## config.mk

```make
export PLATFORM = sky130hd
export DESIGN_NAME = MmuTranslate
export DESIGN_NICKNAME = d
export VERILOG_FILES = /design/src/hw/MmuTypes.sv /design/src/hw/CreditFifo.sv /design/src/hw/TlbEntrySlot.sv /design/src/hw/TlbFill.sv /design/src/hw/TlbLookup.sv /design/src/hw/TranslateCtrl.sv /design/src/hw/MmuTranslate.sv
export VERILOG_INCLUDE_DIRS = /design/src /design/src/include
export SDC_FILE = /design/constraint.sdc
export NUM_CORES = 1
export LEC_CHECK = 0
export BUFFER_PORTS_ARGS = -buffer_cell sky130_fd_sc_hd__buf_2
export CORE_MARGIN = 2
export CORE_UTILIZATION = 45
export CTS_CLUSTER_DIAMETER = 60
export DETAILED_ROUTE_END_ITERATION = 10
export PLACE_DENSITY = 0.7
export SYNTH_ARGS = -nofsm -noshare
export SYNTH_HDL_FRONTEND = slang
export SYNTH_HIERARCHICAL = 1
export SYNTH_SLANG_ARGS = --single-unit
```

## constraint.sdc

```tcl
create_clock -name clk -period 7 [get_ports clk]
set_input_delay 0.35 -clock clk [delete_from_list [all_inputs] [get_ports clk]]
set_output_delay 0.35 -clock clk [all_outputs]
set_load 0.05 [all_outputs]
```

## src/include/mmu_cfg.svh

```systemverilog
// Sizing for the address translation unit
// TLB geometry, page number widths and queue credit depths

`ifndef MMU_CFG_SVH
`define MMU_CFG_SVH

// TLB slots and index width
`define TLB_ENTRIES 4
`define TLB_INDEX_W 2

// Sv32 page numbers
`define VPN_W 20
`define PPN_W 22

// Queue depths, also the starting credit count on each channel
`define REQ_DEPTH 4
`define RSP_DEPTH 4

`endif

```

## src/hw/MmuTypes.sv

```systemverilog
// Shared types for the translation unit
// Privilege, access type, PTE flags, TLB entry and queue payloads

`include "mmu_cfg.svh"

package MmuTypes;

    typedef logic [`VPN_W-1:0] Vpn;
    typedef logic [`PPN_W-1:0] Ppn;
    typedef logic [`TLB_INDEX_W-1:0] TlbIndex;

    typedef enum logic [1:0] {
        PrivUser       = 2'd0,
        PrivSupervisor = 2'd1,
        PrivMachine    = 2'd3
    } Privilege;

    typedef enum logic [1:0] {
        AccInstr = 2'd0,
        AccLoad  = 2'd1,
        AccStore = 2'd2
    } AccessType;

    typedef struct packed {
        logic read;
        logic write;
        logic execute;
        logic user;
        logic dirty;
    } PteFlags;

    typedef struct packed {
        logic    valid;
        logic    fault;
        PteFlags flags;
        Ppn      ppn;
    } TlbEntry;

    typedef struct packed {
        Vpn        vpn;
        AccessType access;
    } TranslateReq;

    typedef struct packed {
        Ppn   ppn;
        logic fault;
    } TranslateRsp;

endpackage

```

## src/hw/CreditFifo.sv

```systemverilog
// Credit-based queue with a type-parameterised payload
// Returns one upstream credit per pop, spends downstream credits to send

`timescale 1ns/10ps

module CreditFifo #(
    parameter type payload_t = logic,
    parameter int DEPTH = 4,
    parameter int OUT_CREDITS = 4
) (
    input  logic     clk,
    input  logic     rst,
    input  logic     inValid,
    input  payload_t inData,
    output logic     inCredit,
    output logic     full,
    output logic     outValid,
    output payload_t outData,
    input  logic     outCredit,
    input  logic     popReady
);
    localparam int PtrW = (DEPTH > 1) ? $clog2(DEPTH) : 1;
    localparam int CntW = $clog2(DEPTH + 1);
    localparam int CredW = $clog2(OUT_CREDITS + 1);

    payload_t mem [DEPTH];
    logic [PtrW-1:0] head;
    logic [PtrW-1:0] tail;
    logic [CntW-1:0] count;
    logic [CredW-1:0] credits;
    logic push;
    logic pop;

    function automatic logic [PtrW-1:0] advance(logic [PtrW-1:0] ptr);
        if (ptr == PtrW'(DEPTH - 1)) begin
            return '0;
        end
        return ptr + PtrW'(1);
    endfunction

    assign full = (count == CntW'(DEPTH));
    assign push = inValid && !full;

    // Head leaves only while the downstream side still has room
    assign outValid = (count != '0) && (credits != '0);
    assign pop = outValid && popReady;
    assign outData = mem[head];

    always_ff @(posedge clk) begin
        if (push) begin
            mem[tail] <= inData;
        end
    end

    always_ff @(posedge clk) begin
        if (rst) begin
            head <= '0;
            tail <= '0;
            count <= '0;
            credits <= CredW'(OUT_CREDITS);
            inCredit <= 1'b0;
        end else begin
            if (push) begin
                tail <= advance(tail);
            end
            if (pop) begin
                head <= advance(head);
            end
            case ({push, pop})
                2'b10: count <= count + CntW'(1);
                2'b01: count <= count - CntW'(1);
                default: count <= count;
            endcase
            // Spend one per send, regain one per returned pulse
            case ({pop, outCredit})
                2'b10: credits <= credits - CredW'(1);
                2'b01: credits <= credits + CredW'(1);
                default: credits <= credits;
            endcase
            inCredit <= pop;
        end
    end

endmodule

```

## src/hw/TlbEntrySlot.sv

```systemverilog
// Single fully associative TLB slot
// Holds a VPN key and its entry, compares against the lookup key

`timescale 1ns/10ps

module TlbEntrySlot import MmuTypes::*; (
    input  logic    clk,
    input  logic    rst,
    input  logic    flush,
    input  logic    we,
    input  Vpn      wKey,
    input  TlbEntry wEntry,
    input  Vpn      lookupKey,
    output logic    match,
    output TlbEntry entry
);
    logic    slotValid;
    Vpn      key;
    TlbEntry stored;

    // Valid lives apart from the payload so that flush is cheap
    always_ff @(posedge clk) begin
        if (rst || flush) begin
            slotValid <= 1'b0;
        end else if (we) begin
            slotValid <= wEntry.valid;
        end
    end

    always_ff @(posedge clk) begin
        if (we) begin
            key <= wKey;
            stored <= wEntry;
        end
    end

    always_comb begin
        entry = stored;
        entry.valid = slotValid;
    end

    assign match = slotValid && (key == lookupKey);

endmodule

```

## src/hw/TlbFill.sv

```systemverilog
// TLB refill unit
// Round-robin victim pointer, per-slot write enables, in-place replace

`timescale 1ns/10ps

`include "mmu_cfg.svh"

module TlbFill import MmuTypes::*; (
    input  logic                    clk,
    input  logic                    rst,
    input  logic                    refill,
    input  logic                    replace,
    input  TlbIndex                 replaceIndex,
    input  Vpn                      refillKey,
    input  TlbEntry                 refillEntry,
    output logic [`TLB_ENTRIES-1:0] slotWe,
    output Vpn                      wKey,
    output TlbEntry                 wEntry
);
    TlbIndex victim;
    TlbIndex target;
    logic    pending;
    logic    pendingReplace;

    always_ff @(posedge clk) begin
        if (rst) begin
            pending <= 1'b0;
            victim <= '0;
        end else begin
            pending <= refill;
            // Victim moves with the write itself, never on a replace
            if (pending && !pendingReplace) begin
                if (victim == TlbIndex'(`TLB_ENTRIES - 1)) begin
                    victim <= '0;
                end else begin
                    victim <= victim + TlbIndex'(1);
                end
            end
        end
    end

    always_ff @(posedge clk) begin
        if (refill) begin
            target <= replace ? replaceIndex : victim;
            pendingReplace <= replace;
            wKey <= refillKey;
            wEntry <= refillEntry;
        end
    end

    always_comb begin
        slotWe = '0;
        if (pending) begin
            slotWe[target] = 1'b1;
        end
    end

endmodule

```

## src/hw/TlbLookup.sv

```systemverilog
// Combinational TLB lookup
// Hit selection, Sv32 permission faults, dirty-update detection, bypass

`timescale 1ns/10ps

`include "mmu_cfg.svh"

module TlbLookup import MmuTypes::*; (
    input  logic [`TLB_ENTRIES-1:0] match,
    input  TlbEntry                 entries [`TLB_ENTRIES],
    input  Vpn                      vpn,
    input  AccessType               access,
    input  Privilege                priv,
    input  logic                    satpSv32,
    input  logic                    sum,
    input  logic                    mxr,
    output logic                    hit,
    output logic                    needsUpdate,
    output logic                    fault,
    output Ppn                      ppn,
    output TlbIndex                 hitIndex
);
    logic    found;
    logic    selFault;
    TlbEntry selEntry;
    TlbIndex selIndex;

    function automatic logic isFault(TlbEntry e, AccessType acc, Privilege p,
                                     logic s, logic m);
        logic bad;
        bad = e.fault;
        if (p == PrivSupervisor && !s && e.flags.user) begin
            bad = 1'b1;
        end
        if (p == PrivUser && !e.flags.user) begin
            bad = 1'b1;
        end
        case (acc)
            AccInstr: bad = bad || !e.flags.execute;
            // mxr makes executable pages readable
            AccLoad: bad = bad || (!e.flags.read && !(m && e.flags.execute));
            AccStore: bad = bad || !e.flags.write;
            default: bad = 1'b1;
        endcase
        return bad;
    endfunction

    // Lowest matching slot wins, only one should match anyway
    always_comb begin
        found = 1'b0;
        selEntry = '0;
        selIndex = '0;
        for (int i = 0; i < `TLB_ENTRIES; i++) begin
            if (match[i] && !found) begin
                found = 1'b1;
                selEntry = entries[i];
                selIndex = TlbIndex'(i);
            end
        end
    end

    assign selFault = isFault(selEntry, access, priv, sum, mxr);
    assign hitIndex = selIndex;

    always_comb begin
        if (priv == PrivMachine || !satpSv32) begin
            // No translation, page number passes straight through
            hit = 1'b1;
            needsUpdate = 1'b0;
            fault = 1'b0;
            ppn = Ppn'(vpn);
        end else begin
            needsUpdate = found && !selFault && (access == AccStore) && !selEntry.flags.dirty;
            hit = found && !needsUpdate;
            fault = found && selFault;
            ppn = selEntry.ppn;
        end
    end

endmodule

```

## src/hw/TranslateCtrl.sv

```systemverilog
// Translation controller FSM
// Pops requests, runs the lookup, walks on a miss, pushes results

`timescale 1ns/10ps

module TranslateCtrl import MmuTypes::*; (
    input  logic        clk,
    input  logic        rst,
    input  logic        reqValid,
    input  TranslateReq reqData,
    output logic        reqPop,
    output Vpn          lookupVpn,
    output AccessType   lookupAccess,
    input  logic        hit,
    input  logic        needsUpdate,
    input  logic        fault,
    input  Ppn          ppn,
    input  TlbIndex     hitIndex,
    output logic        refill,
    output logic        replace,
    output TlbIndex     replaceIndex,
    output TlbEntry     refillEntry,
    output logic        walkReq,
    output Vpn          walkVpn,
    input  logic        pteValid,
    input  TlbEntry     pteEntry,
    output logic        rspPush,
    output TranslateRsp rspData,
    input  logic        rspFull
);
    typedef enum logic [1:0] {
        StIdle,
        StLookup,
        StWalk,
        StRespond
    } CtrlState;

    CtrlState    state;
    TranslateReq curReq;
    TranslateRsp result;
    TlbIndex     updateIndex;
    logic        isUpdate;
    // Refill sent, slot write still one cycle away
    logic        filling;

    assign reqPop = (state == StIdle) && reqValid;
    assign lookupVpn = curReq.vpn;
    assign lookupAccess = curReq.access;
    assign walkVpn = curReq.vpn;
    assign refill = (state == StWalk) && !filling && pteValid;
    assign replace = isUpdate;
    assign replaceIndex = updateIndex;
    assign refillEntry = pteEntry;
    assign rspPush = (state == StRespond) && !rspFull;
    assign rspData = result;

    always_ff @(posedge clk) begin
        if (rst) begin
            state <= StIdle;
            walkReq <= 1'b0;
            isUpdate <= 1'b0;
            filling <= 1'b0;
        end else begin
            walkReq <= 1'b0;
            case (state)
                StIdle: begin
                    if (reqValid) begin
                        state <= StLookup;
                    end
                end
                StLookup: begin
                    // Faulting hits respond too
                    if (hit) begin
                        state <= StRespond;
                    end else begin
                        state <= StWalk;
                        walkReq <= 1'b1;
                        isUpdate <= needsUpdate;
                    end
                end
                StWalk: begin
                    if (filling) begin
                        filling <= 1'b0;
                        state <= StLookup;
                    end else if (pteValid) begin
                        filling <= 1'b1;
                    end
                end
                StRespond: begin
                    // Hold the result while the response queue is full
                    if (!rspFull) begin
                        state <= StIdle;
                    end
                end
                default: state <= StIdle;
            endcase
        end
    end

    always_ff @(posedge clk) begin
        if (reqPop) begin
            curReq <= reqData;
        end
        if (state == StLookup) begin
            result.ppn <= ppn;
            result.fault <= fault;
            updateIndex <= hitIndex;
        end
    end

endmodule

```

## src/hw/MmuTranslate.sv

```systemverilog
// Sv32 address translation unit, top level
// Request and response queues, controller, fill unit, TLB slots, lookup

`timescale 1ns/10ps

`include "mmu_cfg.svh"

module MmuTranslate import MmuTypes::*; (
    input  logic      clk,
    input  logic      rst,
    input  logic      reqValid,
    input  Vpn        reqVpn,
    input  AccessType reqAccess,
    output logic      reqCredit,
    output logic      rspValid,
    output Ppn        rspPpn,
    output logic      rspFault,
    input  logic      rspCredit,
    output logic      walkReq,
    output Vpn        walkVpn,
    input  logic      pteValid,
    input  TlbEntry   pteEntry,
    input  logic      satpSv32,
    input  Privilege  priv,
    input  logic      sum,
    input  logic      mxr,
    input  logic      flush
);
    TranslateReq reqIn;
    TranslateReq reqHead;
    logic        reqHeadValid;
    logic        reqPop;
    TranslateRsp rspIn;
    TranslateRsp rspOut;
    logic        rspPush;
    logic        rspFull;

    Vpn        lookupVpn;
    AccessType lookupAccess;
    logic      hit;
    logic      needsUpdate;
    logic      fault;
    Ppn        ppn;
    TlbIndex   hitIndex;

    logic    refill;
    logic    replace;
    TlbIndex replaceIndex;
    TlbEntry refillEntry;

    logic [`TLB_ENTRIES-1:0] slotWe;
    logic [`TLB_ENTRIES-1:0] slotMatch;
    TlbEntry                 slotEntries [`TLB_ENTRIES];
    Vpn                      wKey;
    TlbEntry                 wEntry;

    assign reqIn = '{vpn: reqVpn, access: reqAccess};
    assign rspPpn = rspOut.ppn;
    assign rspFault = rspOut.fault;

    // Local consumer hands its credit straight back on every pop
    CreditFifo #(
        .payload_t(TranslateReq),
        .DEPTH(`REQ_DEPTH),
        .OUT_CREDITS(`REQ_DEPTH)
    ) reqQ (
        .clk,
        .rst,
        .inValid(reqValid),
        .inData(reqIn),
        .inCredit(reqCredit),
        .full(),
        .outValid(reqHeadValid),
        .outData(reqHead),
        .outCredit(reqPop),
        .popReady(reqPop)
    );

    CreditFifo #(
        .payload_t(TranslateRsp),
        .DEPTH(`RSP_DEPTH),
        .OUT_CREDITS(`RSP_DEPTH)
    ) rspQ (
        .clk,
        .rst,
        .inValid(rspPush),
        .inData(rspIn),
        .inCredit(),
        .full(rspFull),
        .outValid(rspValid),
        .outData(rspOut),
        .outCredit(rspCredit),
        .popReady(1'b1)
    );

    TranslateCtrl ctrl (
        .clk,
        .rst,
        .reqValid(reqHeadValid),
        .reqData(reqHead),
        .reqPop,
        .lookupVpn,
        .lookupAccess,
        .hit,
        .needsUpdate,
        .fault,
        .ppn,
        .hitIndex,
        .refill,
        .replace,
        .replaceIndex,
        .refillEntry,
        .walkReq,
        .walkVpn,
        .pteValid,
        .pteEntry,
        .rspPush,
        .rspData(rspIn),
        .rspFull
    );

    TlbFill fill (
        .clk,
        .rst,
        .refill,
        .replace,
        .replaceIndex,
        .refillKey(lookupVpn),
        .refillEntry,
        .slotWe,
        .wKey,
        .wEntry
    );

    for (genvar i = 0; i < `TLB_ENTRIES; i++) begin : gSlot
        TlbEntrySlot slot (
            .clk,
            .rst,
            .flush,
            .we(slotWe[i]),
            .wKey,
            .wEntry,
            .lookupKey(lookupVpn),
            .match(slotMatch[i]),
            .entry(slotEntries[i])
        );
    end

    TlbLookup lookup (
        .match(slotMatch),
        .entries(slotEntries),
        .vpn(lookupVpn),
        .access(lookupAccess),
        .priv,
        .satpSv32,
        .sum,
        .mxr,
        .hit,
        .needsUpdate,
        .fault,
        .ppn,
        .hitIndex
    );

endmodule

```

==> flow_metrics.py <==
metrics = {
    "status": {
        "status": "complete, no violations",
    },
    "worst_setup_path": {
        "crit_arrival_ns": 4.66,
        "endpoint_kind": "register",
        "crit_fanout": 24,
        "crit_path_start_kind": "register",
        "crit_type": "register to register",
        "worstPathRequired_ns": 7.44,
    },
    "die": {
        "die_x_um": 212.3,
        "initial_core_util_pct": 45.45,
        "core_sq_um": 42980,
        "num_io_pins": 108,
        "rows": 76,
        "die_area_sq_um": 45090,
        "dieHeight_um": 212.3,
    },
    "power": {
        "finalPower_mw": 7.952,
        "vdd.ir_drop.worst_v": 0.0002139,
        "power_density_nw_per_um2": 352.4,
        "p_leak_nw": 7.487,
    },
    "cts": {
        "h-tree-depth": 2,
        "clockBufferDepth": 3,
        "cts_tree": "built",
        "root_buffer": "clkbuf_16",
        "clk_latency_ns": 0.57,
        "post_cts_resize_count": 0,
        "clk_pin_slew_ns": 0.06,
        "clkSinkCount": 508,
        "cts_inserted_buffers": 51,
    },
    "final_layout": {
        "final_util_pct": 52.50,
        "drive_gt1_share_pct": 22.20,
        "nets": 1306,
        "fillers": 3461,
        "multi_input_area_sq_um": 4078,
        "area_delta_synth_final_pct": 15.51,
        "most-common-layout-cells": "edfxtp_1, buf_2, clkbuf_16",
        "layout_commonest_cell": "edfxtp_1",
        "regArea_sq_um": 14880,
        "final_cells": 1848,
    },
    "detailed_routing": {
        "dr_total_vias": 9597,
        "antenna_left": 0,
        "wl_per_cell_um": 19.54,
        "drcViolationCount": 0,
        "viasPerCell": 5.193,
        "first_pass_iters": 5,
        "wl_met2_mm": 17.26,
        "wl_met1_mm": 15.66,
        "drt_first_iter_violations": 818,
        "met3_length_mm": 2.139,
        "top_layer": "met4",
        "drt_wl_total_mm": 36.11,
    },
    "yosys": {
        "syn_area_per_cell_sq_um": 18.19,
        "synth_area_sq_um": 19530,
        "syn_inst": 1074,
        "synth-warning-count": 6,
    },
    "sta": {
        "setup_viol": 0,
        "finalHoldViolations": 0,
        "rsz0062_at_grt": "false",
        "fmax_mhz": 236.9,
        "clock-skew-final_ns": 0.02640,
        "fin_tns_setup_ns": 0,
        "layout_min_cycle_time_ns": 4.221,
        "relSlewSlack_pct": 32.83,
        "tightest_slew_ns": 0.9992,
        "slew_violations": 0,
        "fin_crit_sh_pct": 60.30,
    },
    "grt": {
        "grt_overflow_total": 0,
        "antenna_found_initial": 2,
        "grt_max_degree": 61,
        "grt.total_usage_pct": 16.35,
        "grt_first_pass_wirelength_mm": 55.35,
        "grt_pass1_vias": 9805,
    },
    "placed_design": {
        "numPortBuffers": 107,
        "dp.cells": 1704,
        "gp_congestion": 0.7705,
        "hpwl_mm": 22.69,
    },
    "run": {
        "maxCapViolations": 0,
    },
    "hold_path": {
        "hp-class": "primary input to register",
    },
}
[through the flow]
stage               setup slack (ns)  hold slack (ns)  cell area, sq um
floorplan                      2.346           0.4143             19540
global placement               2.895           0.4677             20460
detailed placement             2.765           0.4794             20460
CTS                            2.769         0.001000             22560
global route                   2.579         0.003686             22560
finish                         2.779          0.02135             22560
[registers in the layout (all words and copies together) (netlist names), 3 cells and up, named ones only]
| name | cells |
|---|---|
| gSlot.slot/entry | 112 |
| reqQ/count | 3 |
| rspQ/mem | 92 |
| gSlot.slot/key | 80 |
| fill/wKey | 20 |
| reqQ/credits | 3 |
| fill/wEntry | 29 |
| gSlot.slot/slotValid | 4 |
| reqQ/mem | 88 |
| rspQ/count | 3 |
| rspQ/credits | 3 |
| ctrl/lookupVpn | 20 |
| ctrl/rspData | 23 |
[where the power goes]
| group | switching [mW] | leakage, nW | internal (mW) |
|---|---|---|---|
| combinational | 0.896 | 2.13 | 0.490 |
| sequential | 0.273 | 4.58 | 3.71 |
| clock | 1.08 | 0.785 | 1.51 |
[metal layers]
| metal | vias to the layer above | track usage, % |
|---|---|---|
| li1 | 4430 | - |
| met4 | 0 | 5.884 |
| met1 | 4880 | 22.02 |
| met2 | 232 | 26.33 |
| met5 | - | 0 |
| met3 | 55 | 3.648 |
[critical path: stages, from the launching register on]
cell and delay, ns:
edfxtp_1 0.51, xor2_1 0.22, nor4_1 0.37, nand4_1 0.16
nor4_2 0.83, nor2b_1 0.22, buf_4 0.30, a211oi_1 0.11
a221o_1 0.33, a211oi_2 0.29, a31oi_1 0.17, mux4_2 0.47
nor2b_4 0.13
[timing repair]
item	CTS	global route
hold endpoints to repair	114	0
hold buffers	50	0
setup buffers	0	0
[worst paths after layout]
path | slack [ns] | endpoint | cells past startpoint | from
setup / recovery | 2.78 | ctrl/state[0]$_SDFFE_PP0P_ | 12 | ctrl/lookupVpn[19]$_DFFE_PP_
hold / removal | 0.02 | fill/wEntry[27]$_DFFE_PP_ | 1 | pteEntry[27]
setup reg to reg | 2.78 | ctrl/state[0]$_SDFFE_PP0P_ | 12 | ctrl/lookupVpn[19]$_DFFE_PP_
hold reg to reg | 0.49 | gSlot[1].slot/entry[27]$_DFFE_PP_ | 0 | fill/wEntry[27]$_DFFE_PP_
[layout make-up]
cell class	count	share of cell area (%)
sequential	508	65.96
multi-input combinational	459	18.07
clock buffer	64	5.967
timing repair buffer	173	5.124
tap	585	3.244
clock inverter	28	1.126
inverter	29	0.4824
antenna	2	0.02218
No activity file was read; power rests on OpenSTA's default activity.
